<file path="config.mk">
export PLATFORM = sky130hd
export DESIGN_NAME = shifter_board_top
export DESIGN_NICKNAME = d
export VERILOG_FILES = /design/src/source/shifter_pkg.sv /design/src/source/tick_gen.sv /design/src/source/button_debounce.sv /design/src/source/shift_control.sv /design/src/source/barrel_shifter.sv /design/src/source/seg_display.sv /design/src/source/shifter_board_top.sv
export SDC_FILE = /design/constraint.sdc
export NUM_CORES = 1
export LEC_CHECK = 0
export BUFFER_PORTS_ARGS = -buffer_cell sky130_fd_sc_hd__buf_4
export CAP_MARGIN = 20
export CORE_ASPECT_RATIO = 1.2
export CORE_MARGIN = 2
export CORE_UTILIZATION = 55
export DETAILED_ROUTE_END_ITERATION = 10
export GPL_ROUTABILITY_DRIVEN = 0
export MAX_ROUTING_LAYER = met4
export PLACE_DENSITY = 0.77
export SETUP_SLACK_MARGIN = 0.02
export SYNTH_ARGS = -nofsm -noshare
export SYNTH_HDL_FRONTEND = slang
export SYNTH_SLANG_ARGS = --single-unit
</file>
<file path="constraint.sdc">
create_clock -name clk_demo -period 2.45 [get_ports clk_demo]
set_input_delay 0.245 -clock clk_demo [delete_from_list [all_inputs] [get_ports clk_demo]]
set_output_delay 0.245 -clock clk_demo [all_outputs]
set_load 0.05 [all_outputs]
</file>
<file path="src/source/shifter_pkg.sv">
package shifter_pkg;

    ////////////////////
    // data path widths
    ////////////////////

    // switch word fed into the shifter
    parameter int DATA_W = 16;

    // four stages of 1, 2, 4 and 8
    parameter int SHAMT_W = 4;

    typedef logic [DATA_W-1:0]  data_t;
    typedef logic [SHAMT_W-1:0] shamt_t;

    ////////////////////
    // display
    ////////////////////

    // segments a..g on bits 0..6, low = lit
    typedef logic [6:0] seg_t;

    // digits on the board, one anode each
    parameter int NUM_DIGITS = 8;

    // all segments dark
    parameter seg_t SEG_BLANK = 7'h7f;

endpackage

</file>
<file path="src/source/tick_gen.sv">
`timescale 1ns/1ps

module tick_gen #(
    parameter int TICK_DIV = 100_000
) (
    input  logic clk_demo,
    input  logic arst_n,
    output logic tick
);

    // keep at least one bit when the divider is 1
    localparam int CNT_W = (TICK_DIV > 1) ? $clog2(TICK_DIV) : 1;

    logic [CNT_W-1:0] count;

    // wrapping divider, tick registered on the wrap
    always_ff @(posedge clk_demo or negedge arst_n) begin
        if (!arst_n) begin
            count <= '0;
            tick  <= 1'b0;
        end else if (count == CNT_W'(TICK_DIV - 1)) begin
            count <= '0;
            tick  <= 1'b1;
        end else begin
            count <= count + 1'b1;
            tick  <= 1'b0;
        end
    end

    ////////////////////
    // checks
    ////////////////////

    // a real divider never gives back-to-back ticks
    tick_single_cycle_a: assert property (
        @(posedge clk_demo) disable iff (!arst_n)
        (TICK_DIV > 1) && tick |=> !tick
    );

endmodule

</file>
<file path="src/source/button_debounce.sv">
`timescale 1ns/1ps

module button_debounce #(
    parameter int DEBOUNCE_TICKS = 10
) (
    input  logic clk_demo,
    input  logic arst_n,
    input  logic tick,
    input  logic btn_raw,
    output logic press,
    output logic toggle
);

    localparam int CNT_W = $clog2(DEBOUNCE_TICKS + 1);

    logic             sync_q1;
    logic             sync_q2;
    logic             level;
    logic [CNT_W-1:0] stable_cnt;

    ////////////////////
    // synchronizer
    ////////////////////

    always_ff @(posedge clk_demo or negedge arst_n) begin
        if (!arst_n) begin
            sync_q1 <= 1'b0;
            sync_q2 <= 1'b0;
        end else begin
            sync_q1 <= btn_raw;
            sync_q2 <= sync_q1;
        end
    end

    ////////////////////
    // level tracker
    ////////////////////

    // counts ticks spent away from the accepted level;
    // any bounce back to it restarts the count
    always_ff @(posedge clk_demo or negedge arst_n) begin
        if (!arst_n) begin
            level      <= 1'b0;
            stable_cnt <= '0;
            press      <= 1'b0;
            toggle     <= 1'b0;
        end else begin
            press <= 1'b0;
            if (sync_q2 == level) begin
                stable_cnt <= '0;
            end else if (tick) begin
                if (stable_cnt == CNT_W'(DEBOUNCE_TICKS - 1)) begin
                    stable_cnt <= '0;
                    level      <= sync_q2;
                    // only a rising edge counts as a press
                    press      <= sync_q2;
                    toggle     <= toggle ^ sync_q2;
                end else begin
                    stable_cnt <= stable_cnt + 1'b1;
                end
            end
        end
    end

endmodule

</file>
<file path="src/source/shift_control.sv">
`timescale 1ns/1ps

module shift_control
    import shifter_pkg::*;
(
    input  logic       clk_demo,
    input  logic       arst_n,
    input  logic       dir_toggle,
    input  logic       rot_toggle,
    input  logic       s0_toggle,
    input  logic       s1_toggle,
    input  logic       hi_press,
    output logic       dir,
    output logic       rotate,
    output shamt_t     shamt,
    output logic [1:0] shamt_hi
);

    logic       s0_q;
    logic       s1_q;
    logic [1:0] hi_cnt;

    ////////////////////
    // settings
    ////////////////////

    always_ff @(posedge clk_demo or negedge arst_n) begin
        if (!arst_n) begin
            dir    <= 1'b0;
            rotate <= 1'b0;
            s0_q   <= 1'b0;
            s1_q   <= 1'b0;
            hi_cnt <= 2'd0;
        end else begin
            dir    <= dir_toggle;
            rotate <= rot_toggle;
            s0_q   <= s0_toggle;
            s1_q   <= s1_toggle;
            // wraps 3 -> 0
            if (hi_press) begin
                hi_cnt <= hi_cnt + 2'd1;
            end
        end
    end

    // high counter sits above the two toggled bits
    assign shamt    = {hi_cnt, s1_q, s0_q};
    assign shamt_hi = hi_cnt;

    ////////////////////
    // checks
    ////////////////////

    hi_changes_on_press_a: assert property (
        @(posedge clk_demo) disable iff (!arst_n)
        !$stable(shamt_hi) |-> $past(hi_press)
    );

    hi_steps_by_one_a: assert property (
        @(posedge clk_demo) disable iff (!arst_n)
        hi_press |=> shamt_hi == 2'($past(shamt_hi) + 2'd1)
    );

endmodule

</file>
<file path="src/source/barrel_shifter.sv">
`timescale 1ns/1ps

module barrel_shifter
    import shifter_pkg::*;
(
    input  logic   clk_demo,
    input  logic   arst_n,
    input  data_t  din,
    input  shamt_t shamt,
    input  logic   dir,
    input  logic   rotate,
    output data_t  dout
);

    // stage[0] is the input, stage[SHAMT_W] the fully shifted word
    data_t stage [0:SHAMT_W];

    assign stage[0] = din;

    ////////////////////
    // log shifter
    ////////////////////

    for (genvar k = 0; k < SHAMT_W; k++) begin : g_stage
        localparam int N = 1 << k;

        data_t fill;
        data_t moved;

        always_comb begin
            // dir 1 is left, dir 0 is right
            if (dir) begin
                moved = stage[k] << N;
                fill  = data_t'(stage[k] >> (DATA_W - N));
            end else begin
                moved = stage[k] >> N;
                fill  = data_t'(stage[k] << (DATA_W - N));
            end
            // logical shift leaves the vacated bits at zero
            stage[k+1] = !shamt[k] ? stage[k] : (rotate ? (moved | fill) : moved);
        end
    end

    always_ff @(posedge clk_demo or negedge arst_n) begin
        if (!arst_n) begin
            dout <= '0;
        end else begin
            dout <= stage[SHAMT_W];
        end
    end

    // rotate only moves bits around
    rotate_keeps_ones_a: assert property (
        @(posedge clk_demo) disable iff (!arst_n)
        rotate |=> $countones(dout) == $countones($past(din))
    );

endmodule

</file>
<file path="src/source/seg_display.sv">
`timescale 1ns/1ps

module seg_display
    import shifter_pkg::*;
(
    input  logic                  clk_demo,
    input  logic                  arst_n,
    input  logic                  tick,
    input  data_t                 result,
    input  logic [1:0]            shamt_hi,
    output seg_t                  seg,
    output logic [NUM_DIGITS-1:0] an
);

    localparam int IDX_W = $clog2(NUM_DIGITS);

    logic [IDX_W-1:0] digit_idx;
    logic [IDX_W-1:0] next_idx;
    logic [3:0]       nibble;
    logic             blank;

    ////////////////////
    // digit source
    ////////////////////

    assign next_idx = digit_idx + 1'b1;

    always_comb begin
        nibble = 4'h0;
        blank  = 1'b0;
        case (next_idx)
            3'd0: nibble = result[3:0];
            3'd1: nibble = result[7:4];
            3'd2: nibble = result[11:8];
            3'd3: nibble = result[15:12];
            3'd4: nibble = {2'b00, shamt_hi};
            default: blank = 1'b1;
        endcase
    end

    // active low, a on bit 0
    function automatic seg_t hex_to_seg(input logic [3:0] hex);
        case (hex)
            4'h0: return 7'h40;
            4'h1: return 7'h79;
            4'h2: return 7'h24;
            4'h3: return 7'h30;
            4'h4: return 7'h19;
            4'h5: return 7'h12;
            4'h6: return 7'h02;
            4'h7: return 7'h78;
            4'h8: return 7'h00;
            4'h9: return 7'h10;
            4'ha: return 7'h08;
            4'hb: return 7'h03;
            4'hc: return 7'h46;
            4'hd: return 7'h21;
            4'he: return 7'h06;
            default: return 7'h0e;
        endcase
    endfunction

    ////////////////////
    // scan
    ////////////////////

    // index parks on the last digit so the first tick lands on digit 0
    always_ff @(posedge clk_demo or negedge arst_n) begin
        if (!arst_n) begin
            digit_idx <= IDX_W'(NUM_DIGITS - 1);
            an        <= '1;
            seg       <= SEG_BLANK;
        end else if (tick) begin
            digit_idx <= next_idx;
            an        <= ~(NUM_DIGITS'(1) << next_idx);
            seg       <= blank ? SEG_BLANK : hex_to_seg(nibble);
        end
    end

    an_one_cold_a: assert property (
        @(posedge clk_demo) disable iff (!arst_n)
        $onehot(~an) || (&an)
    );

endmodule

</file>
<file path="src/source/shifter_board_top.sv">
`timescale 1ns/1ps

module shifter_board_top
    import shifter_pkg::*;
#(
    parameter int TICK_DIV       = 100_000,
    parameter int DEBOUNCE_TICKS = 10
) (
    input  logic       clk_demo,
    input  logic       arst_n,
    input  data_t      sw,
    input  logic [4:0] btn,
    output logic [7:0] led,
    output seg_t       seg,
    output logic [7:0] an
);

    logic       tick;
    logic       dir_toggle;
    logic       rot_toggle;
    logic       s0_toggle;
    logic       s1_toggle;
    logic       hi_press;
    logic       dir;
    logic       rotate;
    shamt_t     shamt;
    logic [1:0] shamt_hi;
    data_t      result;

    tick_gen #(.TICK_DIV(TICK_DIV)) tick_gen_i (
        .clk_demo (clk_demo),
        .arst_n   (arst_n),
        .tick     (tick)
    );

    ////////////////////
    // buttons
    ////////////////////

    // btn 4..1 toggle settings, btn 0 steps the high count
    button_debounce #(.DEBOUNCE_TICKS(DEBOUNCE_TICKS)) db_dir_i (
        .clk_demo (clk_demo), .arst_n (arst_n), .tick (tick),
        .btn_raw  (btn[4]), .press (), .toggle (dir_toggle)
    );
    button_debounce #(.DEBOUNCE_TICKS(DEBOUNCE_TICKS)) db_rot_i (
        .clk_demo (clk_demo), .arst_n (arst_n), .tick (tick),
        .btn_raw  (btn[3]), .press (), .toggle (rot_toggle)
    );
    button_debounce #(.DEBOUNCE_TICKS(DEBOUNCE_TICKS)) db_s0_i (
        .clk_demo (clk_demo), .arst_n (arst_n), .tick (tick),
        .btn_raw  (btn[2]), .press (), .toggle (s0_toggle)
    );
    button_debounce #(.DEBOUNCE_TICKS(DEBOUNCE_TICKS)) db_s1_i (
        .clk_demo (clk_demo), .arst_n (arst_n), .tick (tick),
        .btn_raw  (btn[1]), .press (), .toggle (s1_toggle)
    );
    button_debounce #(.DEBOUNCE_TICKS(DEBOUNCE_TICKS)) db_hi_i (
        .clk_demo (clk_demo), .arst_n (arst_n), .tick (tick),
        .btn_raw  (btn[0]), .press (hi_press), .toggle ()
    );

    ////////////////////
    // control and data path
    ////////////////////

    shift_control shift_control_i (
        .clk_demo   (clk_demo),
        .arst_n     (arst_n),
        .dir_toggle (dir_toggle),
        .rot_toggle (rot_toggle),
        .s0_toggle  (s0_toggle),
        .s1_toggle  (s1_toggle),
        .hi_press   (hi_press),
        .dir        (dir),
        .rotate     (rotate),
        .shamt      (shamt),
        .shamt_hi   (shamt_hi)
    );

    barrel_shifter barrel_shifter_i (
        .clk_demo (clk_demo),
        .arst_n   (arst_n),
        .din      (sw),
        .shamt    (shamt),
        .dir      (dir),
        .rotate   (rotate),
        .dout     (result)
    );

    seg_display seg_display_i (
        .clk_demo (clk_demo),
        .arst_n   (arst_n),
        .tick     (tick),
        .result   (result),
        .shamt_hi (shamt_hi),
        .seg      (seg),
        .an       (an)
    );

    // shamt on the top four, two spare leds dark
    assign led = {shamt, rotate, dir, 2'b00};

endmodule

</file>
# Word level (Yosys, flattened, before mapping)
# Memory sizes are Yosys's and may differ from the RTL's.
# Cells that the tools add are included.
# totals
ff_bits	98
romBits	112
input_bits	23
out_inout_bits	23
wordCells	125
mem_count	1
# classes
addsub	8
eq_ne	15
shift	1
n_mux	38
n_bitwise	14
n_reduce_logical	12
# mem_list
memory	words	word_bits	read_ports	rd_ports_with_merged_regs	write_ports	line_no	rtl
(no name shown)	16	7	1	0	0	seg_display.sv:43	case (hex)
# op_table
cell	count
16-bit two-way mux	16
16-bit OR	4
4-bit two-way mux	15
4-bit by 1-bit adder with 4-bit output, second input constant	5
4-bit equality test, second input constant	5
4-bit case mux with 5 select lines	1
17-bit by 1-bit adder with 17-bit output, second input constant	1
17-bit equality test, second input constant	1
17-bit two-way mux	1
3-bit AND reduction	5
2-bit nonzero test	5
8-bit inverter	1
1-bit by 3-bit << shifter with 8-bit output, first input constant	1
7-bit two-way mux	1
3-bit by 2-bit equality test with 1-bit output, second input constant	2
1-bit equality test	5
1-bit inverter	5
5-bit OR reduction	1
1-bit two-way mux	4
1-bit XOR	4
3-bit by 1-bit adder with 3-bit output, second input constant	1
3-bit by 1-bit equality test with 1-bit output, second input constant	1
3-bit equality test, second input constant	1
3-bit zero test	1
2-bit by 1-bit adder with 2-bit output, second input constant	1

# Logic depth before layout (Yosys ltp)
# logic_depth
word_depth	16
mapped_depth	11
ltp_nobuf	11

# Hierarchy
# Synthesis repeated with hierarchy kept, for this count alone.
# hier_totals
cells_unflattened	670
hier_area_um2	6597.6
# by_module_without_submodules
mod	instances	cells_each	area_each_um2	seq_area_each_um2
barrel_shifter	1	295	2289.7	400.4
button_debounce at db_hi_i ...	4	31	405.4	225.2
seg_display	1	121	1204.9	473.0
tick_gen	1	75	818.3	450.4
button_debounce at db_dir_i	1	37	427.9	225.2
shift_control	1	13	201.4	150.1
shifter_board_top	1	5	33.8	0.0

# Worst setup path before layout
# No wires, ideal clock.
# synth_timing
path_type	reg-to-reg
start	register seg_display_i.digit_idx[0]
end	register seg_display_i.seg[0]
setup_ns	0.080
arrival_ns	2.439
t_required_ns	2.370
slack_ns	-0.069
path_stages_with_launch	12
path_buffers	0
period_less_slack_ns	2.519
path_cell_list	dfstp_2 inv_1 ha_1 a222oi_1 nor2_1 a311oi_4 inv_2 ha_1 a21o_1 mux2i_1 a2bb2oi_1 o22a_1
# synth_between
elab_chain_cells	5
word_cells_on_any_way	10
cone_classes	add/sub (1); eq/ne (4); mux (2); reduce/logical (2); memory (1)
# synth_rtl
element	line_no	rtl
start: declaration	seg_display.sv:17	logic [IDX_W-1:0] digit_idx;
start signal: assignment	seg_display.sv:70	digit_idx <= IDX_W'(NUM_DIGITS - 1);
start signal: assignment	seg_display.sv:74	digit_idx <= next_idx;
3-bit by 1-bit adder with 3-bit output (*)	seg_display.sv:26	assign next_idx = digit_idx + 1'b1;
named net seg_display_i.next_idx[0]	seg_display.sv:18	logic [IDX_W-1:0] next_idx;
3-bit equality test, or another cell as far along	seg_display.sv:31	case (next_idx)
4-bit case mux with 5 select lines	seg_display.sv:31	
memory read 16 x 7 bit	--	
7-bit two-way mux (*)	seg_display.sv:76	seg <= blank ? SEG_BLANK : hex_to_seg(nibble);
end signal: assignment	seg_display.sv:76	
end: declaration	seg_display.sv:11	output seg_t seg,
# Mark *: on every way through the listed nets, which the timed path passes. The rest lies on a longest branch.
# A chain may end at the register's enable or synchronous reset.

# Worst setup path in the final report
# Same ends and word-level chain as after synthesis.

==> flow_results.org <==
** Floorplan
- Vert. Die Dim :: roughly 120 um
- The die covers 0.0123 mm2.
- After floorplanning, the core was sized to cover between 0.01 and 0.015 mm2.
- Measured along the x axis, the die boundary spans 101 um.
- Starting density of the core :: 56.5%
- 46 I/O pins were placed.
- Std cell rows :: 42

** Detailed routing
- After detailed routing, the number of vias per cell comes to 6.13.
- Wl on met1 :: 6330 um
- Detailed routing inserted a total of about 5,300 vias.
- Starting DRT DRC Count :: 603
- Wire segments on met3 add up to 985 um in the final route.
- DRC violation count after routing :: 0
- The count of nets left with antenna violations once routing finished came out at 0.
- Number of detailed-route iterations in the first pass :: 5
- Dividing the detail-routed wire length by the instance count gives 17.8 um.
- Total detailed-routing wirelength :: 15,400 um
- Wire segments on met2 add up to 7700 um in the final route.
- The detailed router used layers up to and including met4.

** Yosys
- Of the total synthesized cell area, the portion taken by AND, OR, NAND and NOR gates is 15.8%.
- Number of synthesis warnings :: 0
- Of the total synthesized cell area, the portion taken by full adders, half adders and majority gates is under 10%.
- The average instance in the mapped netlist occupies 9.53 um2.
- Combinational family with the most area after synthesis :: compound AO/OA/AOI/OAI gates
- After synthesis, the share of flip-flops with an asynchronous set or reset is 100%.
- Part of the Yosys area used for sequential elements :: 39.5%
- In the synthesized netlist the dominant register cell turns out to be sky130_fd_sc_hd__dfrtp_1.
- Post-synth cell types :: 73
- Mapped Cells :: 657
- The portion of synthesized area spent on multiplexers is 9.53%.
- The synthesized netlist devotes 4.45% of its cell area to XOR and XNOR gates.
- Combined area of all synthesized cells :: 0.00626 mm2
- The synthesized design contains slightly below 100 register bits.
- Share of the synthesized area in compound gates (AO/OA/AOI/OAI) :: just over 20%
- Counting flops with a built-in enable in the synthesized netlist gives 0.

** Flow run
- Max-cap violations in this run came to 0.

** GRT
- GR Util All Layers :: between 20% and 30%
- Summed over all layers, the global routing overflow is 0.
- The first global-routing pass estimated 25,000 um of wire.
- Number of antenna violations at the first check in global routing :: 0
- Entering global routing, the biggest net connects 53 pins.
- The via count of the first global-routing pass was 5,182.

** Setup path
- Biggest fanout along the worst timing path :: 4
- Arrival time of the worst setup path :: roughly 2.9 ns
- Critical path type :: flop to flop
- Startpoint Class :: flop
- The worst setup path is captured at a flop.
- Data on the critical path is required at its endpoint by ~2.7 ns.

** CTS
- Clock-pin slew was measured on the worst setup and hold paths at 0.07 ns.
- Clock insertion delay at the later pin of the skew report :: 0.34 ns
- Counting every sink on the clock net gives 98.
- In this run the number of H-tree levels came out at 3.
- The tree is rooted in a sky130_fd_sc_hd__clkbuf_16.
- Longest Clk Path Bufs :: 2
- CTS tree :: done
- Number of buffers inserted during clock tree synthesis :: 9

** Cells and area
- Area growth from synthesis to final layout :: 16.1%
- Layout cell share with drive strength beyond 1 :: 21.7%
- Antenna cell count :: 0
- Most common cell after layout, fill and taps aside :: sky130_fd_sc_hd__dfrtp_1
- After the last flow step, the layout net total stands at 748.
- In the layout the commonest cells are sky130_fd_sc_hd__dfrtp_1, sky130_fd_sc_hd__buf_4, sky130_fd_sc_hd__nor2_1.

** Timing
- Finish-stage setup viols :: 5
- Maximum frequency from static timing analysis :: 0.388 GHz
- Hold Vio Cnt, Final :: 0
- On the final layout, the worst clock skew is 0.00620 ns.
- Slew Limit Headroom :: 52.7%
- Max-slew violations :: 0
- Once routing completed, OpenROAD measured the worst setup slack at -0.125 ns.
- Setup repair after global routing could not meet its margin everywhere.
- Tightest Pin Transition :: between 0.7 and 0.8 ns
- Final-layout setup total negative slack :: -0.536 ns
- The final critical path takes up 105% of the cycle.
- Post-Route Hold Slack :: 0.349 ns
- Counting I/O delays and the setup requirement, the final critical path takes 2.57 ns.

** Outcome
- Failing checks :: setup timing
- The run finished, with violations left.

** Pwr
- Power spread over the standard cell area amounts to between 400 and 500 mW/mm2.
- Across the VDD grid, the largest voltage drop is 456 uV.
- Static leakage :: 0.00300 uW

** Hold path
- The worst hold path belongs to the class flop to flop.

** Placement
- Number of input and output port buffers inserted :: 43
- Detailed-placement wirelength estimate :: 10,500 um
## sequential cells by signal, indices dropped and copies added, names as in the netlist, 2 cells and up
register                  cells
barrel_shifter_i.dout        16
db_s1_i.stable_cnt            4
seg_display_i.seg             7
shift_control_i.shamt_hi      2
db_s0_i.stable_cnt            4
seg_display_i.digit_idx       3
seg_display_i.an              8
db_rot_i.stable_cnt           4
db_dir_i.stable_cnt           4
db_hi_i.stable_cnt            4
tick_gen_i.count             17
## worst max-delay path, stage by stage, from the launching register on
cell and delay (ns):
sky130_fd_sc_hd__dfstp_2 0.58, sky130_fd_sc_hd__inv_4 0.06, sky130_fd_sc_hd__ha_4 0.15, sky130_fd_sc_hd__a222oi_1 0.32
sky130_fd_sc_hd__nor2_1 0.14, sky130_fd_sc_hd__a311oi_4 0.32, sky130_fd_sc_hd__buf_4 0.20, sky130_fd_sc_hd__inv_4 0.05
sky130_fd_sc_hd__ha_4 0.17, sky130_fd_sc_hd__a21o_1 0.15, sky130_fd_sc_hd__mux2i_1 0.13, sky130_fd_sc_hd__a2bb2oi_1 0.08
sky130_fd_sc_hd__o22a_1 0.16
## metrics by stage
stage | instances | total power, uW | instance area (um2) | util, % | setup slack (ns)
after floorplan | 658 | 1830 | 6320 | - | -0.0167
after global placement | 836 | 1950 | 6810 | 61.4 | 0.0122
after detailed placement | 836 | 1960 | 6810 | 61.4 | -0.0860
after CTS | 860 | 3410 | 7220 | 65.1 | -0.0579
after global routing | 863 | 3520 | 7270 | 65.6 | -0.255
final | 863 | 3400 | 7270 | 65.6 | -0.125
## report_power, final
| part | internal (uW) | leakage (uW) | total [uW] | switching (uW) |
|---|---|---|---|---|
| registers | 1640 | 0.00123 | 1650 | 11.1 |
| logic | 129 | 0.00162 | 311 | 182 |
| clock network | 805 | 0.000153 | 1440 | 637 |
| total | 2570 | 0.00300 | 3400 | 830 |
## kinds of logic (layout without fill, tap and decap cells)
family,count (synthesis),count (layout)
flops,98,98
buf+inv,67,118
simple gates,202,202
xor+xnor,31,31
compound gates,182,182
other cells,1,2
fa+ha+maj,21,21
mux,55,55
## cell usage after synthesis (8+ instances only)
library cell	count	area [um2]
sky130_fd_sc_hd__nor2b_1	13	81.3
sky130_fd_sc_hd__o21ai_0	31	155
sky130_fd_sc_hd__xnor2_1	11	96.3
sky130_fd_sc_hd__ha_1	21	263
sky130_fd_sc_hd__o21ai_1	11	55.1
sky130_fd_sc_hd__a21oi_1	23	115
sky130_fd_sc_hd__inv_1	16	60.1
sky130_fd_sc_hd__o31ai_1	9	67.6
sky130_fd_sc_hd__o22ai_1	15	93.8
sky130_fd_sc_hd__buf_4	12	90.1
sky130_fd_sc_hd__xor2_1	19	166
sky130_fd_sc_hd__nor3_1	8	40.0
sky130_fd_sc_hd__dfstp_2	18	473
sky130_fd_sc_hd__mux2i_1	45	450
sky130_fd_sc_hd__a31oi_1	12	75.1
sky130_fd_sc_hd__nand3_1	18	90.1
sky130_fd_sc_hd__nand2b_1	14	87.6
sky130_fd_sc_hd__buf_2	8	40.0
sky130_fd_sc_hd__nand2_1	45	169
sky130_fd_sc_hd__clkbuf_1	17	63.8
sky130_fd_sc_hd__o211ai_1	10	75.1
sky130_fd_sc_hd__dfrtp_1	80	2000
sky130_fd_sc_hd__a211oi_1	9	67.6
sky130_fd_sc_hd__nor2_1	69	259
## repair_timing
item / CTS / global route
hold buffers: 5 / 1
pin swaps: 5 / 8
buffers inserted: 3 / 2
hold endpoints to repair: 36 / 1
gates resized for setup: 4 / 6
setup endpoints to repair: 6 / 6
## metal layers
metal,global-route usage [%],up-vias
met5,-,-
li1,-,2481
met2,42.8,190
met3,4.21,31
met1,33.7,2588
met4,9.54,0
## path summary, 6_finish.rpt
check                                           start                    to  slack, ns  cells past startpoint
min                                   db_s1_i.sync_q1       db_s1_i.sync_q2       0.35                      0
max reg2reg                seg_display_i.digit_idx[0]  seg_display_i.seg[0]      -0.12                     12
min in group asynchronous                      arst_n       db_s0_i.sync_q1       0.50                      2
max                        seg_display_i.digit_idx[0]  seg_display_i.seg[0]      -0.12                     12
max in group asynchronous                      arst_n         db_hi_i.press       1.25                      3
min reg2reg                           db_s1_i.sync_q1       db_s1_i.sync_q2       0.35                      0
## cell type report
class,count,area [um2]
clock inverter,7,76.3
clock buffer,9,225
sequential,98,2480
multi-input combinational,493,3530
inverter,18,72.6
timing repair buffer,84,696
tap,154,193
fill,847,3810
(Power assumes the default switching activity.)
